--- src/hdl/mem_pkg.sv ---
`default_nettype none

package mem_pkg;

  localparam int DATA_W    = 8;
  localparam int BANK_W    = 2;
  localparam int ROW_W     = 4;
  localparam int ADDR_W    = ROW_W + BANK_W; // Row in the high bits, bank in the low bits
  localparam int NUM_BANKS = 4;
  localparam int NUM_ROWS  = 16;

  typedef logic [DATA_W-1:0] data_t;
  typedef logic [BANK_W-1:0] bank_t;
  typedef logic [ROW_W-1:0]  row_t;
  typedef logic [ADDR_W-1:0] addr_t;

  // Valid bit on top, then the bank whose word sits in the cache at that row
  typedef logic [BANK_W:0]   map_t;

endpackage

`default_nettype wire

--- src/hdl/bank_array.sv ---
`timescale 1ns/10ps
`default_nettype none

module bank_array (
  input  wire logic           clk,
  input  wire logic           we,
  input  wire mem_pkg::row_t  wr_row,
  input  wire mem_pkg::data_t wr_data,
  input  wire mem_pkg::row_t  rd_row,
  output mem_pkg::data_t      rd_data
);

  mem_pkg::data_t mem [mem_pkg::NUM_ROWS];

  always_ff @(posedge clk) begin
    if (we) begin
      mem[wr_row] <= wr_data;
    end
    rd_data <= mem[rd_row]; // Sees the old word when the same row is written
  end

endmodule

`default_nettype wire

--- src/hdl/cache_bank.sv ---
`timescale 1ns/10ps
`default_nettype none

module cache_bank (
  input  wire logic           clk,
  input  wire logic           we,
  input  wire mem_pkg::row_t  wr_row,
  input  wire mem_pkg::data_t wr_data,
  input  wire mem_pkg::row_t  rd_row,
  output mem_pkg::data_t      rd_data,
  input  wire mem_pkg::row_t  evict_row,
  output mem_pkg::data_t      evict_data
);

  mem_pkg::data_t mem [mem_pkg::NUM_ROWS];

  always_ff @(posedge clk) begin
    if (we) begin
      mem[wr_row] <= wr_data;
    end
    rd_data <= mem[rd_row];
  end

  // The displaced word has to reach its home bank in the same cycle it is replaced
  assign evict_data = mem[evict_row];

endmodule

`default_nettype wire

--- src/hdl/map_table.sv ---
`timescale 1ns/10ps
`default_nettype none

module map_table (
  input  wire logic          clk,
  input  wire logic          rst,
  input  wire logic          clr_a,
  input  wire mem_pkg::row_t clr_row_a,
  input  wire logic          upd_b,
  input  wire mem_pkg::row_t upd_row_b,
  input  wire mem_pkg::map_t upd_entry_b,
  input  wire mem_pkg::row_t look_row_a,
  input  wire mem_pkg::row_t look_row_b,
  input  wire mem_pkg::row_t look_row_rd,
  output mem_pkg::map_t      map_a,
  output mem_pkg::map_t      map_b,
  output mem_pkg::map_t      map_rd
);

  mem_pkg::map_t entries [mem_pkg::NUM_ROWS];

  always_ff @(posedge clk) begin
    if (rst) begin
      for (int r = 0; r < mem_pkg::NUM_ROWS; r++) begin
        entries[r] <= '0;
      end
    end else begin
      if (clr_a) begin
        entries[clr_row_a] <= '0;
      end
      if (upd_b) begin
        entries[upd_row_b] <= upd_entry_b; // Comes last so B wins on a shared row
      end
    end
  end

  assign map_a  = entries[look_row_a];
  assign map_b  = entries[look_row_b];
  assign map_rd = entries[look_row_rd];

endmodule

`default_nettype wire

--- src/hdl/write_steer.sv ---
`timescale 1ns/10ps
`default_nettype none

module write_steer (
  input  wire logic                                  write_a,
  input  wire logic                                  write_b,
  input  wire mem_pkg::addr_t                        wr_adr_a,
  input  wire mem_pkg::addr_t                        wr_adr_b,
  input  wire mem_pkg::data_t                        din_a,
  input  wire mem_pkg::data_t                        din_b,
  input  wire mem_pkg::map_t                         map_a,
  input  wire mem_pkg::map_t                         map_b,
  input  wire mem_pkg::data_t                        evict_data,
  output mem_pkg::row_t                              row_a,
  output mem_pkg::row_t                              row_b,
  output logic [mem_pkg::NUM_BANKS-1:0]              bank_we,
  output mem_pkg::row_t [mem_pkg::NUM_BANKS-1:0]     bank_wr_row,
  output mem_pkg::data_t [mem_pkg::NUM_BANKS-1:0]    bank_wr_data,
  output logic                                       cache_we,
  output mem_pkg::row_t                              cache_wr_row,
  output mem_pkg::data_t                             cache_wr_data,
  output logic                                       clr_a,
  output mem_pkg::row_t                              clr_row_a,
  output logic                                       upd_b,
  output mem_pkg::row_t                              upd_row_b,
  output mem_pkg::map_t                              upd_entry_b
);

  mem_pkg::bank_t bank_a;
  mem_pkg::bank_t bank_b;
  mem_pkg::bank_t evict_bank;
  logic           conflict;
  logic           evict;
  logic           stale_b;

  assign bank_a = wr_adr_a[mem_pkg::BANK_W-1:0];
  assign bank_b = wr_adr_b[mem_pkg::BANK_W-1:0];
  assign row_a  = wr_adr_a[mem_pkg::ADDR_W-1:mem_pkg::BANK_W];
  assign row_b  = wr_adr_b[mem_pkg::ADDR_W-1:mem_pkg::BANK_W];

  assign conflict   = write_a && write_b && (bank_a == bank_b);
  assign evict_bank = map_b[mem_pkg::BANK_W-1:0];

  // Only the conflicting bank is busy, so the evicted word's home bank is always free
  assign evict   = conflict && map_b[mem_pkg::BANK_W] && (evict_bank != bank_b);
  assign stale_b = write_b && map_b[mem_pkg::BANK_W] && (evict_bank == bank_b);

  always_comb begin
    for (int b = 0; b < mem_pkg::NUM_BANKS; b++) begin
      bank_we[b]      = 1'b0;
      bank_wr_row[b]  = row_a;
      bank_wr_data[b] = din_a;
      if (write_a && (bank_a == mem_pkg::bank_t'(b))) begin
        bank_we[b] = 1'b1;
      end else if (write_b && !conflict && (bank_b == mem_pkg::bank_t'(b))) begin
        bank_we[b]      = 1'b1;
        bank_wr_row[b]  = row_b;
        bank_wr_data[b] = din_b;
      end else if (evict && (evict_bank == mem_pkg::bank_t'(b))) begin
        bank_we[b]      = 1'b1;
        bank_wr_row[b]  = row_b;
        bank_wr_data[b] = evict_data;
      end
    end
  end

  assign cache_we      = conflict;
  assign cache_wr_row  = row_b;
  assign cache_wr_data = din_b;

  // A home write makes a cached copy of the same word stale
  assign clr_a     = write_a && map_a[mem_pkg::BANK_W] &&
                     (map_a[mem_pkg::BANK_W-1:0] == bank_a);
  assign clr_row_a = row_a;

  assign upd_b       = conflict || stale_b;
  assign upd_row_b   = row_b;
  assign upd_entry_b = conflict ? {1'b1, bank_b} : '0;

endmodule

`default_nettype wire

--- src/hdl/read_port.sv ---
`timescale 1ns/10ps
`default_nettype none

module read_port (
  input  wire logic                                clk,
  input  wire logic                                rst,
  input  wire logic                                read,
  input  wire mem_pkg::addr_t                      rd_adr,
  input  wire mem_pkg::map_t                       map_rd,
  input  wire mem_pkg::data_t [mem_pkg::NUM_BANKS-1:0] bank_rd_data,
  input  wire mem_pkg::data_t                      cache_rd_data,
  output mem_pkg::row_t                            rd_row,
  output logic                                     rd_vld,
  output mem_pkg::data_t                           rd_dout
);

  mem_pkg::bank_t rd_bank;
  mem_pkg::bank_t bank_q;
  logic           cache_hit;
  logic           cache_hit_q;

  assign rd_bank = rd_adr[mem_pkg::BANK_W-1:0];
  assign rd_row  = rd_adr[mem_pkg::ADDR_W-1:mem_pkg::BANK_W];

  assign cache_hit = map_rd[mem_pkg::BANK_W] && (map_rd[mem_pkg::BANK_W-1:0] == rd_bank);

  // The selection is taken along with the bank and cache reads, one cycle ahead of the data
  always_ff @(posedge clk) begin
    cache_hit_q <= cache_hit;
    bank_q      <= rd_bank;
  end

  always_ff @(posedge clk) begin
    if (rst) begin
      rd_vld <= 1'b0;
    end else begin
      rd_vld <= read;
    end
  end

  assign rd_dout = cache_hit_q ? cache_rd_data : bank_rd_data[bank_q];

endmodule

`default_nettype wire

--- src/hdl/mp_mem_top.sv ---
`timescale 1ns/10ps
`default_nettype none

module mp_mem_top (
  input  wire logic           clk,
  input  wire logic           rst,
  input  wire logic           write_a,
  input  wire mem_pkg::addr_t wr_adr_a,
  input  wire mem_pkg::data_t din_a,
  input  wire logic           write_b,
  input  wire mem_pkg::addr_t wr_adr_b,
  input  wire mem_pkg::data_t din_b,
  input  wire logic           read,
  input  wire mem_pkg::addr_t rd_adr,
  output logic                rd_vld,
  output mem_pkg::data_t      rd_dout
);

  mem_pkg::row_t                           row_a;
  mem_pkg::row_t                           row_b;
  mem_pkg::row_t                           rd_row;
  logic [mem_pkg::NUM_BANKS-1:0]           bank_we;
  mem_pkg::row_t [mem_pkg::NUM_BANKS-1:0]  bank_wr_row;
  mem_pkg::data_t [mem_pkg::NUM_BANKS-1:0] bank_wr_data;
  mem_pkg::data_t [mem_pkg::NUM_BANKS-1:0] bank_rd_data;
  logic                                    cache_we;
  mem_pkg::row_t                           cache_wr_row;
  mem_pkg::data_t                          cache_wr_data;
  mem_pkg::data_t                          cache_rd_data;
  mem_pkg::data_t                          evict_data;
  logic                                    clr_a;
  mem_pkg::row_t                           clr_row_a;
  logic                                    upd_b;
  mem_pkg::row_t                           upd_row_b;
  mem_pkg::map_t                           upd_entry_b;
  mem_pkg::map_t                           map_a;
  mem_pkg::map_t                           map_b;
  mem_pkg::map_t                           map_rd;

  for (genvar b = 0; b < mem_pkg::NUM_BANKS; b++) begin : g_bank
    bank_array bank_array_i (
      .clk     (clk),
      .we      (bank_we[b]),
      .wr_row  (bank_wr_row[b]),
      .wr_data (bank_wr_data[b]),
      .rd_row  (rd_row),
      .rd_data (bank_rd_data[b])
    );
  end

  cache_bank cache_bank_i (
    .clk        (clk),
    .we         (cache_we),
    .wr_row     (cache_wr_row),
    .wr_data    (cache_wr_data),
    .rd_row     (rd_row),
    .rd_data    (cache_rd_data),
    .evict_row  (row_b),
    .evict_data (evict_data)
  );

  map_table map_table_i (
    .clk         (clk),
    .rst         (rst),
    .clr_a       (clr_a),
    .clr_row_a   (clr_row_a),
    .upd_b       (upd_b),
    .upd_row_b   (upd_row_b),
    .upd_entry_b (upd_entry_b),
    .look_row_a  (row_a),
    .look_row_b  (row_b),
    .look_row_rd (rd_row),
    .map_a       (map_a),
    .map_b       (map_b),
    .map_rd      (map_rd)
  );

  write_steer write_steer_i (
    .write_a       (write_a),
    .write_b       (write_b),
    .wr_adr_a      (wr_adr_a),
    .wr_adr_b      (wr_adr_b),
    .din_a         (din_a),
    .din_b         (din_b),
    .map_a         (map_a),
    .map_b         (map_b),
    .evict_data    (evict_data),
    .row_a         (row_a),
    .row_b         (row_b),
    .bank_we       (bank_we),
    .bank_wr_row   (bank_wr_row),
    .bank_wr_data  (bank_wr_data),
    .cache_we      (cache_we),
    .cache_wr_row  (cache_wr_row),
    .cache_wr_data (cache_wr_data),
    .clr_a         (clr_a),
    .clr_row_a     (clr_row_a),
    .upd_b         (upd_b),
    .upd_row_b     (upd_row_b),
    .upd_entry_b   (upd_entry_b)
  );

  read_port read_port_i (
    .clk           (clk),
    .rst           (rst),
    .read          (read),
    .rd_adr        (rd_adr),
    .map_rd        (map_rd),
    .bank_rd_data  (bank_rd_data),
    .cache_rd_data (cache_rd_data),
    .rd_row        (rd_row),
    .rd_vld        (rd_vld),
    .rd_dout       (rd_dout)
  );

endmodule

`default_nettype wire

--- config.mk ---
export PLATFORM = sky130hd
export DESIGN_NAME = mp_mem_top
export DESIGN_NICKNAME = d
export VERILOG_FILES = /design/src/hdl/mem_pkg.sv /design/src/hdl/bank_array.sv /design/src/hdl/cache_bank.sv /design/src/hdl/map_table.sv /design/src/hdl/write_steer.sv /design/src/hdl/read_port.sv /design/src/hdl/mp_mem_top.sv
export SDC_FILE = /design/constraint.sdc
export NUM_CORES = 1
export LEC_CHECK = 0
export BUFFER_PORTS_ARGS = -buffer_cell sky130_fd_sc_hd__buf_2
export CAP_MARGIN = 20
export CORE_MARGIN = 3
export CORE_UTILIZATION = 55
export DETAILED_ROUTE_END_ITERATION = 16
export PLACE_DENSITY = 0.67
export REMOVE_ABC_BUFFERS = 1
export SLEW_MARGIN = 20
export SYNTH_ARGS = -nofsm -noshare
export SYNTH_HDL_FRONTEND = slang
export SYNTH_SLANG_ARGS = --single-unit
--- constraint.sdc ---
create_clock -name clk -period 7.6 [get_ports clk]
set_clock_uncertainty 0.1 [all_clocks]
set_input_delay 0.76 -clock clk [delete_from_list [all_inputs] [get_ports clk]]
set_output_delay 0.76 -clock clk [all_outputs]
set_load 0.005 [all_outputs]
Word level (Yosys, flattened, before mapping)
Memory sizes are Yosys's and may differ from the RTL's. A register that Yosys moved wholly into a read port is not among the register bits.
Cells that the tools add are included.

storage, ports and cells
  register bits = 4
  latch bits = 0
  bits in writable memories = 688
  memory bits (read-only) = 0
  bits of input ports = 39
  output and inout port bits = 9
  logic and storage cells = 117
  memories = 6

cells by class
  add/subtract/negate cells = 0
  multipliers = 0
  div/mod/pow operators = 0
  $lt $le $gt $ge = 1
  eq/ne operators = 14
  shifts and indexed selects = 0
  muxes and demuxes = 64
  bitwise gates (word level) = 0
  reductions and logical operators = 29

memory list
  name                        depth  width  rd ports  clocked after Yosys merged registers in  wr ports  RTL line          RTL
  cache_bank_i.mem            16     8      2         1                                        1         cache_bank.sv:15  mem_pkg::data_t mem [mem_pkg::NUM_ROWS];
  g_bank[0].bank_array_i.mem  16     8      1         1                                        1         bank_array.sv:13  mem_pkg::data_t mem [mem_pkg::NUM_ROWS];
  g_bank[1].bank_array_i.mem  16     8      1         1                                        1         bank_array.sv:13
  g_bank[2].bank_array_i.mem  16     8      1         1                                        1         bank_array.sv:13
  g_bank[3].bank_array_i.mem  16     8      1         1                                        1         bank_array.sv:13
  map_table_i.entries         16     3      3         0                                        16        map_table.sv:20   mem_pkg::map_t entries [mem_pkg::NUM_ROWS];

operators with widths
  kind                                                number
  two-way mux 8 bit                                   14
  two-way mux 4 bit                                   14
  two-way mux 1 bit                                   32
  logical AND 1 bit                                   22
  binary-select mux 8 bit (select 2 bit)              1
  == test 2 bit, second input constant                6
  two-way mux 3 bit                                   3
  == test 2 bit                                       4
  == test 2 x 1 -> 1 bit, second input constant       3
  zero test 2 bit                                     3
  OR reduction 3 bit                                  2
  < comparator 2 x 3 -> 1 bit, second input constant  1
  != test 2 bit                                       1
  zero test 1 bit                                     1
  logical OR 1 bit                                    1

Depth between registers and ports, before layout
Gate-level depths: netlist of run 1.

  depth in word-level cells = 10
  mapped depth = 10
  mapped depth without buffers = 6

Cells and area by module
Synthesis of run 1 repeated with hierarchy kept, for this count alone.

unflattened totals
  cells, all modules = 1704
  area total of the unflattened synthesis = 32080.8 µm²

modules (own cells, without submodules)
  module       times used  cells an instance  area an instance (µm²)  sequential area each (µm²)
  bank_array   4           229                5147.4                  4003.8
  cache_bank   1           299                6185.9                  4003.8
  map_table    1           250                3343.2                  1441.4
  write_steer  1           181                1453.9                  0.0
  read_port    1           58                 508.0                   80.1

Worst setup path before layout of run 1
Ideal clock, no wire load.

  path type = input to register
  start = in wr_adr_b[2]
  end = mem g_bank[1].bank_array_i.mem[0][3] in the netlist's numbering, data pin
  setup time = 0.348 ns
  arrival time = 3.142 ns
  required time = 7.152 ns
  setup slack = 4.010 ns
  cell stages on the path = 10
  buffers on the path = 4
  path through = buf_6 buf_6 mux2i_1 a22oi_1 a211oi_1 o221a_1 buf_2 nor2_4 buf_2 a221oi_1

RTL lines
  element          RTL line          RTL
  start, declared  mp_mem_top.sv:11  input wire mem_pkg::addr_t wr_adr_b,
  end, declared    bank_array.sv:13

Worst setup path in the final report of run 1
  start = in wr_adr_b[3]
  end = mem g_bank[2].bank_array_i.mem[7][3] in the netlist's numbering, enable pin

between the ends
  cells in the longest elaborated chain, start to end = 9
  elaborated cells on any way between the ends = 14
  those cells by class = eq/ne: 2; mux: 8; reduce/logical: 3; memory: 1

RTL lines
  element                                             RTL line           RTL
  memory read (16 x 3 bit)                            --
  != test 2 bit or logical AND 1 bit (tied branches)  write_steer.sv:45  assign evict = conflict && map_b[mem_pkg::BANK_W] && (evict_bank != bank_b);
  logical AND 1 bit                                   write_steer.sv:45
  logical AND 1 bit                                   write_steer.sv:59  end else if (evict && (evict_bank == mem_pkg::bank_t'(b))) begin
  two-way mux 1 bit                                   write_steer.sv:59
  two-way mux 1 bit                                   write_steer.sv:55  end else if (write_b && !conflict && (bank_b == mem_pkg::bank_t'(b))) begin
  two-way mux 1 bit                                   write_steer.sv:53  if (write_a && (bank_a == mem_pkg::bank_t'(b))) begin
  two-way mux 1 bit                                   bank_array.sv:16   if (we) begin
  two-way mux 1 bit (implied by the code)             bank_array.sv:17   mem[wr_row] <= wr_data;
  end, declared                                       bank_array.sv:13

Parallel ways exist; a longest one is shown, timed or not.

==> reports/results.ini, run 1 <==
[logic_synthesis]
synth-seq-cells=732
ys.flop_type=edfxtp_1
ys_types=48
synthMuxAreaShare_pct=21.5
syn_avg_cell_area_um2=20.2
synth_area_leaders=edfxtp_1, mux4_2, dfxtp_1
synth_xor_area_share_pct=0.198
synth-adder-area-share_pct=0
synth_compound_area_share_pct=4.12
ys_seq_area_share_pct=69.6
syn_area_um2=31000
async_reset_ff_share_pct=0
synth_area_leader_cell=edfxtp_1
synth_top_family_by_area=multiplexers
synth-warning-count=0
synth-simple-area-share_pct=2.93
synth_edf_count=688
synth_cells=1529
synth_top_area_share_pct=66.7

[hold_path]
hp-class=input pin to flip-flop
hold_depth=1
min_to=read_port_i.bank_q[0]
hold_start=rd_adr[0]

[power]
power_density_nw_per_um2=256
power_switching_mw=1.96
vdd_drop_max_mv=0.213
switching_share_pct=22.2
pwr-share-comb_pct=7.3
p_leak_nw=10.9
p_seq_share_pct=51.4
clkPwrFrac_pct=41.3
intPower_mw=6.87

[critical_path]
worstPathRequired_ns=7.73
ff2ff_path_depth=6
r2r-end=g_bank[2].bank_array_i.mem[7][3]
critPathKind=input pin to flip-flop
worstSetupEndpointType=flip-flop
startpoint_type=input pin
r2r-start=map_table_i.entries[11][0]
reg2reg_slack_ns=3.73
crit_path_max_fanout=50
cp.arrival_ns=4.32

[drt]
drc=0
dr.pass1.iters=7
via_count=16700
avgViaCountPerCell=6.97
wl_um=84500
ant_nets=0
drtIter0Drc=2466
routedWlPerCell_um=35.2

[timing]
relSlewSlack_pct=22.3
rsz0062_at_grt=false
setup-tns-final_ns=0
drv_slew=0
tightestPinTransition_ns=1.16
period_share_pct=55.1
max_freq_mhz=239
hold_violations=0
layout_min_cycle_time_ns=4.19
setup_violations=0

[clock_network]
cts_tree=built
path_clk_slew_ns=0.06
post_cts_buffers=0
cts.sink_count=732
cts.root.buffer_cell=clkbuf_16
clockBufferDepth=3
clock_latency_ns=0.63
cts_hold_buffers=0
cts_repair_resize_count=0
h-tree-depth=3
numCtsBuffers=74

[layout]
multi_input_area_um2=8950
drive_gt1_share_pct=31.6
final_cells=2399
fillCellCount=3804
nets=1627
regArea_um2=21500
area_growth_pct=11.6

[global_route]
grt_pass1_wl_um=122000
gr-total-overflow=0
grt_antenna_before_repair=3
gr-usage-all-layers_pct=29.3
grt_max_degree=105
grt_pass1_vias=16700

[placement]
placedCellCount=2259
gp_congestion=0.971
port_buffers=47
dp_hpwl_um=54100

[run_status]
outcome=completed

[die]
core-area_um2=55400
rows=86
die-area_um2=59200
fp.dieH_um=243
initial_utilization_pct=55.9
boundaryPins=48
die_w_um=243

[run]
drv_cap=0

## metrics by stage
stage / worst slack, ns / total power [mW] / util (%) / hold slack [ns] / area (um^2)
finish: 3.41 / 8.83 / 62.4 / 0.232 / 34600
detailed placement: 2.90 / 5.26 / 57.9 / 0.661 / 32100
floorplan: 3.60 / 4.93 / - / 0.641 / 30500
CTS: 3.54 / 8.86 / 62.3 / 0.208 / 34500
global route: 3.22 / 9.07 / 62.3 / 0.204 / 34500
global placement: 2.99 / 5.25 / 57.9 / 0.648 / 32100
## worst max-delay path: stages
cell and delay (ns):
buf_2 0.07, buf_4 0.55, nor2_1 0.16, a22oi_1 0.35, nand4_1 0.30, a2111oi_4 0.86
nor2_2 0.41, o22ai_1 0.79
## layout by cell type, fill, tap and decap left out, drive strengths merged, types with 24 or more instances in the layout
cell type,netlist,final
dfxtp,44,44
o32ai,25,25
clkbuf,70,96
mux4,281,281
nor2,66,66
nor3,43,43
buf,44,97
o22ai,41,41
edfxtp,688,688
nand2,39,39
clkinv,0,24
## worst max-delay path by stage
stage                startpoint                                 to  slack [ns]
floorplan           wr_adr_a[1]  g_bank[0].bank_array_i.mem[10][0]        3.60
global placement    wr_adr_b[3]  g_bank[2].bank_array_i.mem[15][1]        2.99
detailed placement  wr_adr_b[3]   g_bank[2].bank_array_i.mem[7][3]        2.90
CTS                 wr_adr_b[3]   g_bank[2].bank_array_i.mem[7][3]        3.54
global route        wr_adr_b[3]   g_bank[2].bank_array_i.mem[5][2]        3.22
finish              wr_adr_b[3]   g_bank[2].bank_array_i.mem[7][3]        3.41
## power by group through the flow
| stage | clock network (mW) | registers, mW | logic [mW] |
|---|---|---|---|
| 5_1_grt | 3.85 | 4.54 | 0.673 |
| 2_1_floorplan | 0 | 4.60 | 0.333 |
| 4_1_cts | 3.69 | 4.54 | 0.633 |
| 3_3_place_gp | 0 | 4.62 | 0.625 |
| 3_5_place_dp | 0 | 4.63 | 0.631 |
| 6_report | 3.65 | 4.54 | 0.643 |
## area by class of cell
class / instances / share of cell area, %
clock inverters: 40 / 1.21
clock buffers: 96 / 5.83
diodes: 3 / 0.0217
inverters: 9 / 0.0978
repair buffers: 97 / 1.90
multi-input cells: 674 / 25.9
flip-flops and latches: 732 / 62.3
well taps: 748 / 2.71
## cells by family after synthesis
logic type / count (synthesis)
AO/OA/AOI/OAI: 161
XOR/XNOR: 7
buffers and inverters: 123
flip-flops: 732
multiplexers: 312
AND/OR/NAND/NOR: 194
## synth_stat cells (all sizes together), types with 3 or more instances
| library cell | number |
|---|---|
| edfxtp | 688 |
| mux4 | 281 |
| clkbuf | 70 |
| nor2 | 66 |
| buf | 44 |
| dfxtp | 44 |
| nor3 | 43 |
| o22ai | 41 |
| nand2 | 39 |
| o32ai | 25 |
| a22o | 21 |
| mux2i | 21 |
| a21o | 20 |
| o221ai | 16 |
| mux2 | 10 |
| nand3 | 10 |
| nor2b | 10 |
| a21oi | 9 |
| a221o | 9 |
| inv | 9 |
| a22oi | 6 |
| nand2b | 6 |
| and2 | 5 |
| nand4 | 5 |
| xnor2 | 5 |
| a221oi | 4 |
| a211o | 3 |
## metal layers
metal  wire length (um)  global-route usage (%)  up-vias
li1                   -                       -     6683
met1              32500                    41.3     8741
met2              39600                    45.2     1050
met3               8990                    7.99      242
met4               3440                    9.68        4
met5                 27                       0        -
## sequential cells by signal, indices dropped and copies added (netlist names)
signal / count
read_port_i.bank_q: 2
map_table_i.entries: 48
g_bank.bank_array_i.mem: 512
cache_bank_i.rd_data: 8
read_port_i.rd_vld: 1
cache_bank_i.mem: 128
g_bank.bank_array_i.rd_data: 32
read_port_i.cache_hit_q: 1
No activity file was read; power rests on OpenSTA's default activity.
==> inputs of run 2 (changes only) <==
Clock period 7.6 ns to 3.89 ns, I/O delays scaled along.
==> run 2 against run 1 <==
Net effect:
- power is 93% higher
- final area is 1.4% higher
- sequential cell count stayed put
- global-route usage is 0.56 points higher
- final cell count is 3.0% higher
- first-iteration DRC count is 3.1% higher
- critical path depth is 1 lower
- core utilization is 0.85 points higher
- largest power group unchanged
==> reports/results.ini, run 2 (same netlist as run 1, synthesis figures left out) <==
[run_status]
outcome=completed

[drt]
drc=0  ; unchanged
dr.pass1.iters=8  ; +1
via_count=17100  ; +2.5%
routedWlPerCell_um=35.0  ; -0.79%
ant_nets=0  ; unchanged
drtIter0Drc=2542  ; +3.1%
avgViaCountPerCell=6.94  ; -0.46%
wl_um=86400  ; +2.2%

[power]
p_leak_nw=11.2  ; +2.9%
p_total_mw=17.0  ; +93%
power_density_nw_per_um2=486  ; +90%
vdd_drop_max_mv=0.367  ; +72%

[clock_network]
clockBufferDepth=3  ; unchanged
cts_repair_resize_count=0  ; unchanged
cts_tree=built
clock_latency_ns=0.64  ; about the same
cts.root.buffer_cell=clkbuf_16
h-tree-depth=3  ; unchanged
cts.sink_count=732  ; unchanged
path_clk_slew_ns=0.07  ; about the same
numCtsBuffers=75  ; +1.4%

[critical_path]
r2r-end=g_bank[1].bank_array_i.mem[4][7]
critPathKind=flip-flop to flip-flop
startpoint_type=flip-flop
cp.arrival_ns=3.39  ; -0.93 ns
worstPathRequired_ns=4.16  ; -3.57 ns
r2r-start=map_table_i.entries[15][0]
ff2ff_path_depth=7  ; +1
cp-startpoint=map_table_i.entries[15][0]
worstSetupEndpointType=flip-flop
crit_path_max_fanout=18  ; -64%
crit_end=g_bank[1].bank_array_i.mem[4][7]
reg2reg_slack_ns=0.77  ; -2.96 ns

[global_route]
grt_antenna_before_repair=3  ; unchanged
grt_pass1_vias=17000  ; +1.8%
grt_pass1_wl_um=124000  ; +1.6%
grt_max_degree=58  ; -45%
gr-total-overflow=0  ; unchanged
gr-usage-all-layers_pct=29.9  ; +0.56 points

[run]
drv_cap=0  ; unchanged

[die]
initial_utilization_pct=55.9  ; unchanged
die_w_um=243  ; unchanged
rows=86  ; unchanged
boundaryPins=48  ; unchanged
fp.dieH_um=243  ; unchanged
core-area_um2=55400  ; unchanged
die-area_um2=59200  ; unchanged

[placement]
port_buffers=47  ; unchanged
dp_hpwl_um=55100  ; +1.8%
gp_congestion=1.10  ; +13%
pre_cts_ws_ns=0.455  ; -2.45 ns

[timing]
relSlewSlack_pct=35.1  ; +13 points
tightestPinTransition_ns=0.973  ; -0.191 ns
setup-tns-final_ns=0  ; unchanged
holdWs_ns=0.0900  ; -0.142 ns
layout_setup_ws_ns=0.765  ; -2.64 ns
drv_slew=0  ; unchanged
rsz0062_at_grt=false
hold_violations=0  ; unchanged
layout_min_cycle_time_ns=3.12
setup_violations=0  ; unchanged
period_share_pct=80.3
max_freq_mhz=320

[layout]
top_register=g_bank.bank_array_i.mem
reg.largest.list=g_bank.bank_array_i.mem: 512 flops, cache_bank_i.mem: 128 flops, map_table_i.entries: 48 flops
nets=1699  ; +4.4%
drive_gt1_share_pct=32.9  ; +1.3 points
largest_reg_flops=512  ; unchanged
fillCellCount=3723  ; -2.1%
area_growth_pct=13.1
regArea_um2=21500  ; unchanged
mostFrequentLayoutCell=edfxtp_1
multi_input_area_um2=8900  ; -0.48%
layout_common_cells=edfxtp_1, mux4_2, buf_4
final_util_pct=63.2  ; +0.85 points

[hold_path]
hp-class=input pin to flip-flop

-- run 2: power by group --
group,internal (mW),switching [mW]
Clock,3.89,2.98
Sequential,8.79,0.0859
Combinational,0.501,0.768
Total,13.2,3.84
-- run 2: stage by stage --
| stage | std cells | instance area [um^2] |
|---|---|---|
| finish | 2471 | 35000 |
| global route | 2468 | 35000 |
| CTS | 2467 | 35000 |
| detailed placement | 2328 | 32700 |
| global placement | 2328 | 32700 |
| floorplan | 1415 | 30500 |
-- run 2: worst min-delay path by stage --
stage / startpoint / endpoint / slack [ns] / cells after the start
2_1_floorplan: rd_adr[0] / read_port_i.bank_q[0] / 0.32 / 0
3_3_place_gp: rd_adr[1] / read_port_i.bank_q[1] / 0.49 / 1
3_5_place_dp: rd_adr[1] / read_port_i.bank_q[1] / 0.49 / 1
4_1_cts: rst / read_port_i.rd_vld / 0.05 / 2
5_1_grt: rst / read_port_i.rd_vld / 0.10 / 2
6_report: rst / read_port_i.rd_vld / 0.09 / 2
-- run 2: what timing repair did --
item                      CTS  global route
setup buffers               0             0
hold buffers                3             0
hold endpoints to repair    3             0
-- run 2: layer usage --
metal / track usage (%) / share of wire (%)
met1: 41.7 / 38
met4: 10.4 / 3.8
met5: 0.572 / 0.059
met3: 7.96 / 11
met2: 46.3 / 47
-- run 2: cell type report --
type	instances	area share (%)
Clock buffer	99	5.79
Antenna cell	4	0.0286
Timing Repair Buffer	168	3.63
Inverter	9	0.0965
Clock inverter	37	0.850
Sequential cell	732	61.5
Tap cell	748	2.67
Multi-Input combinational cell	674	25.4
-- run 2: worst max-delay path, stage by stage, from the launching register on --
cell and delay, ns:
edfxtp_1 0.42, mux4_2 0.49, mux2_2 0.29, and2_4 0.18, o221a_1 0.31, nor2_4 0.37, buf_4 0.26, a21o_1 0.44
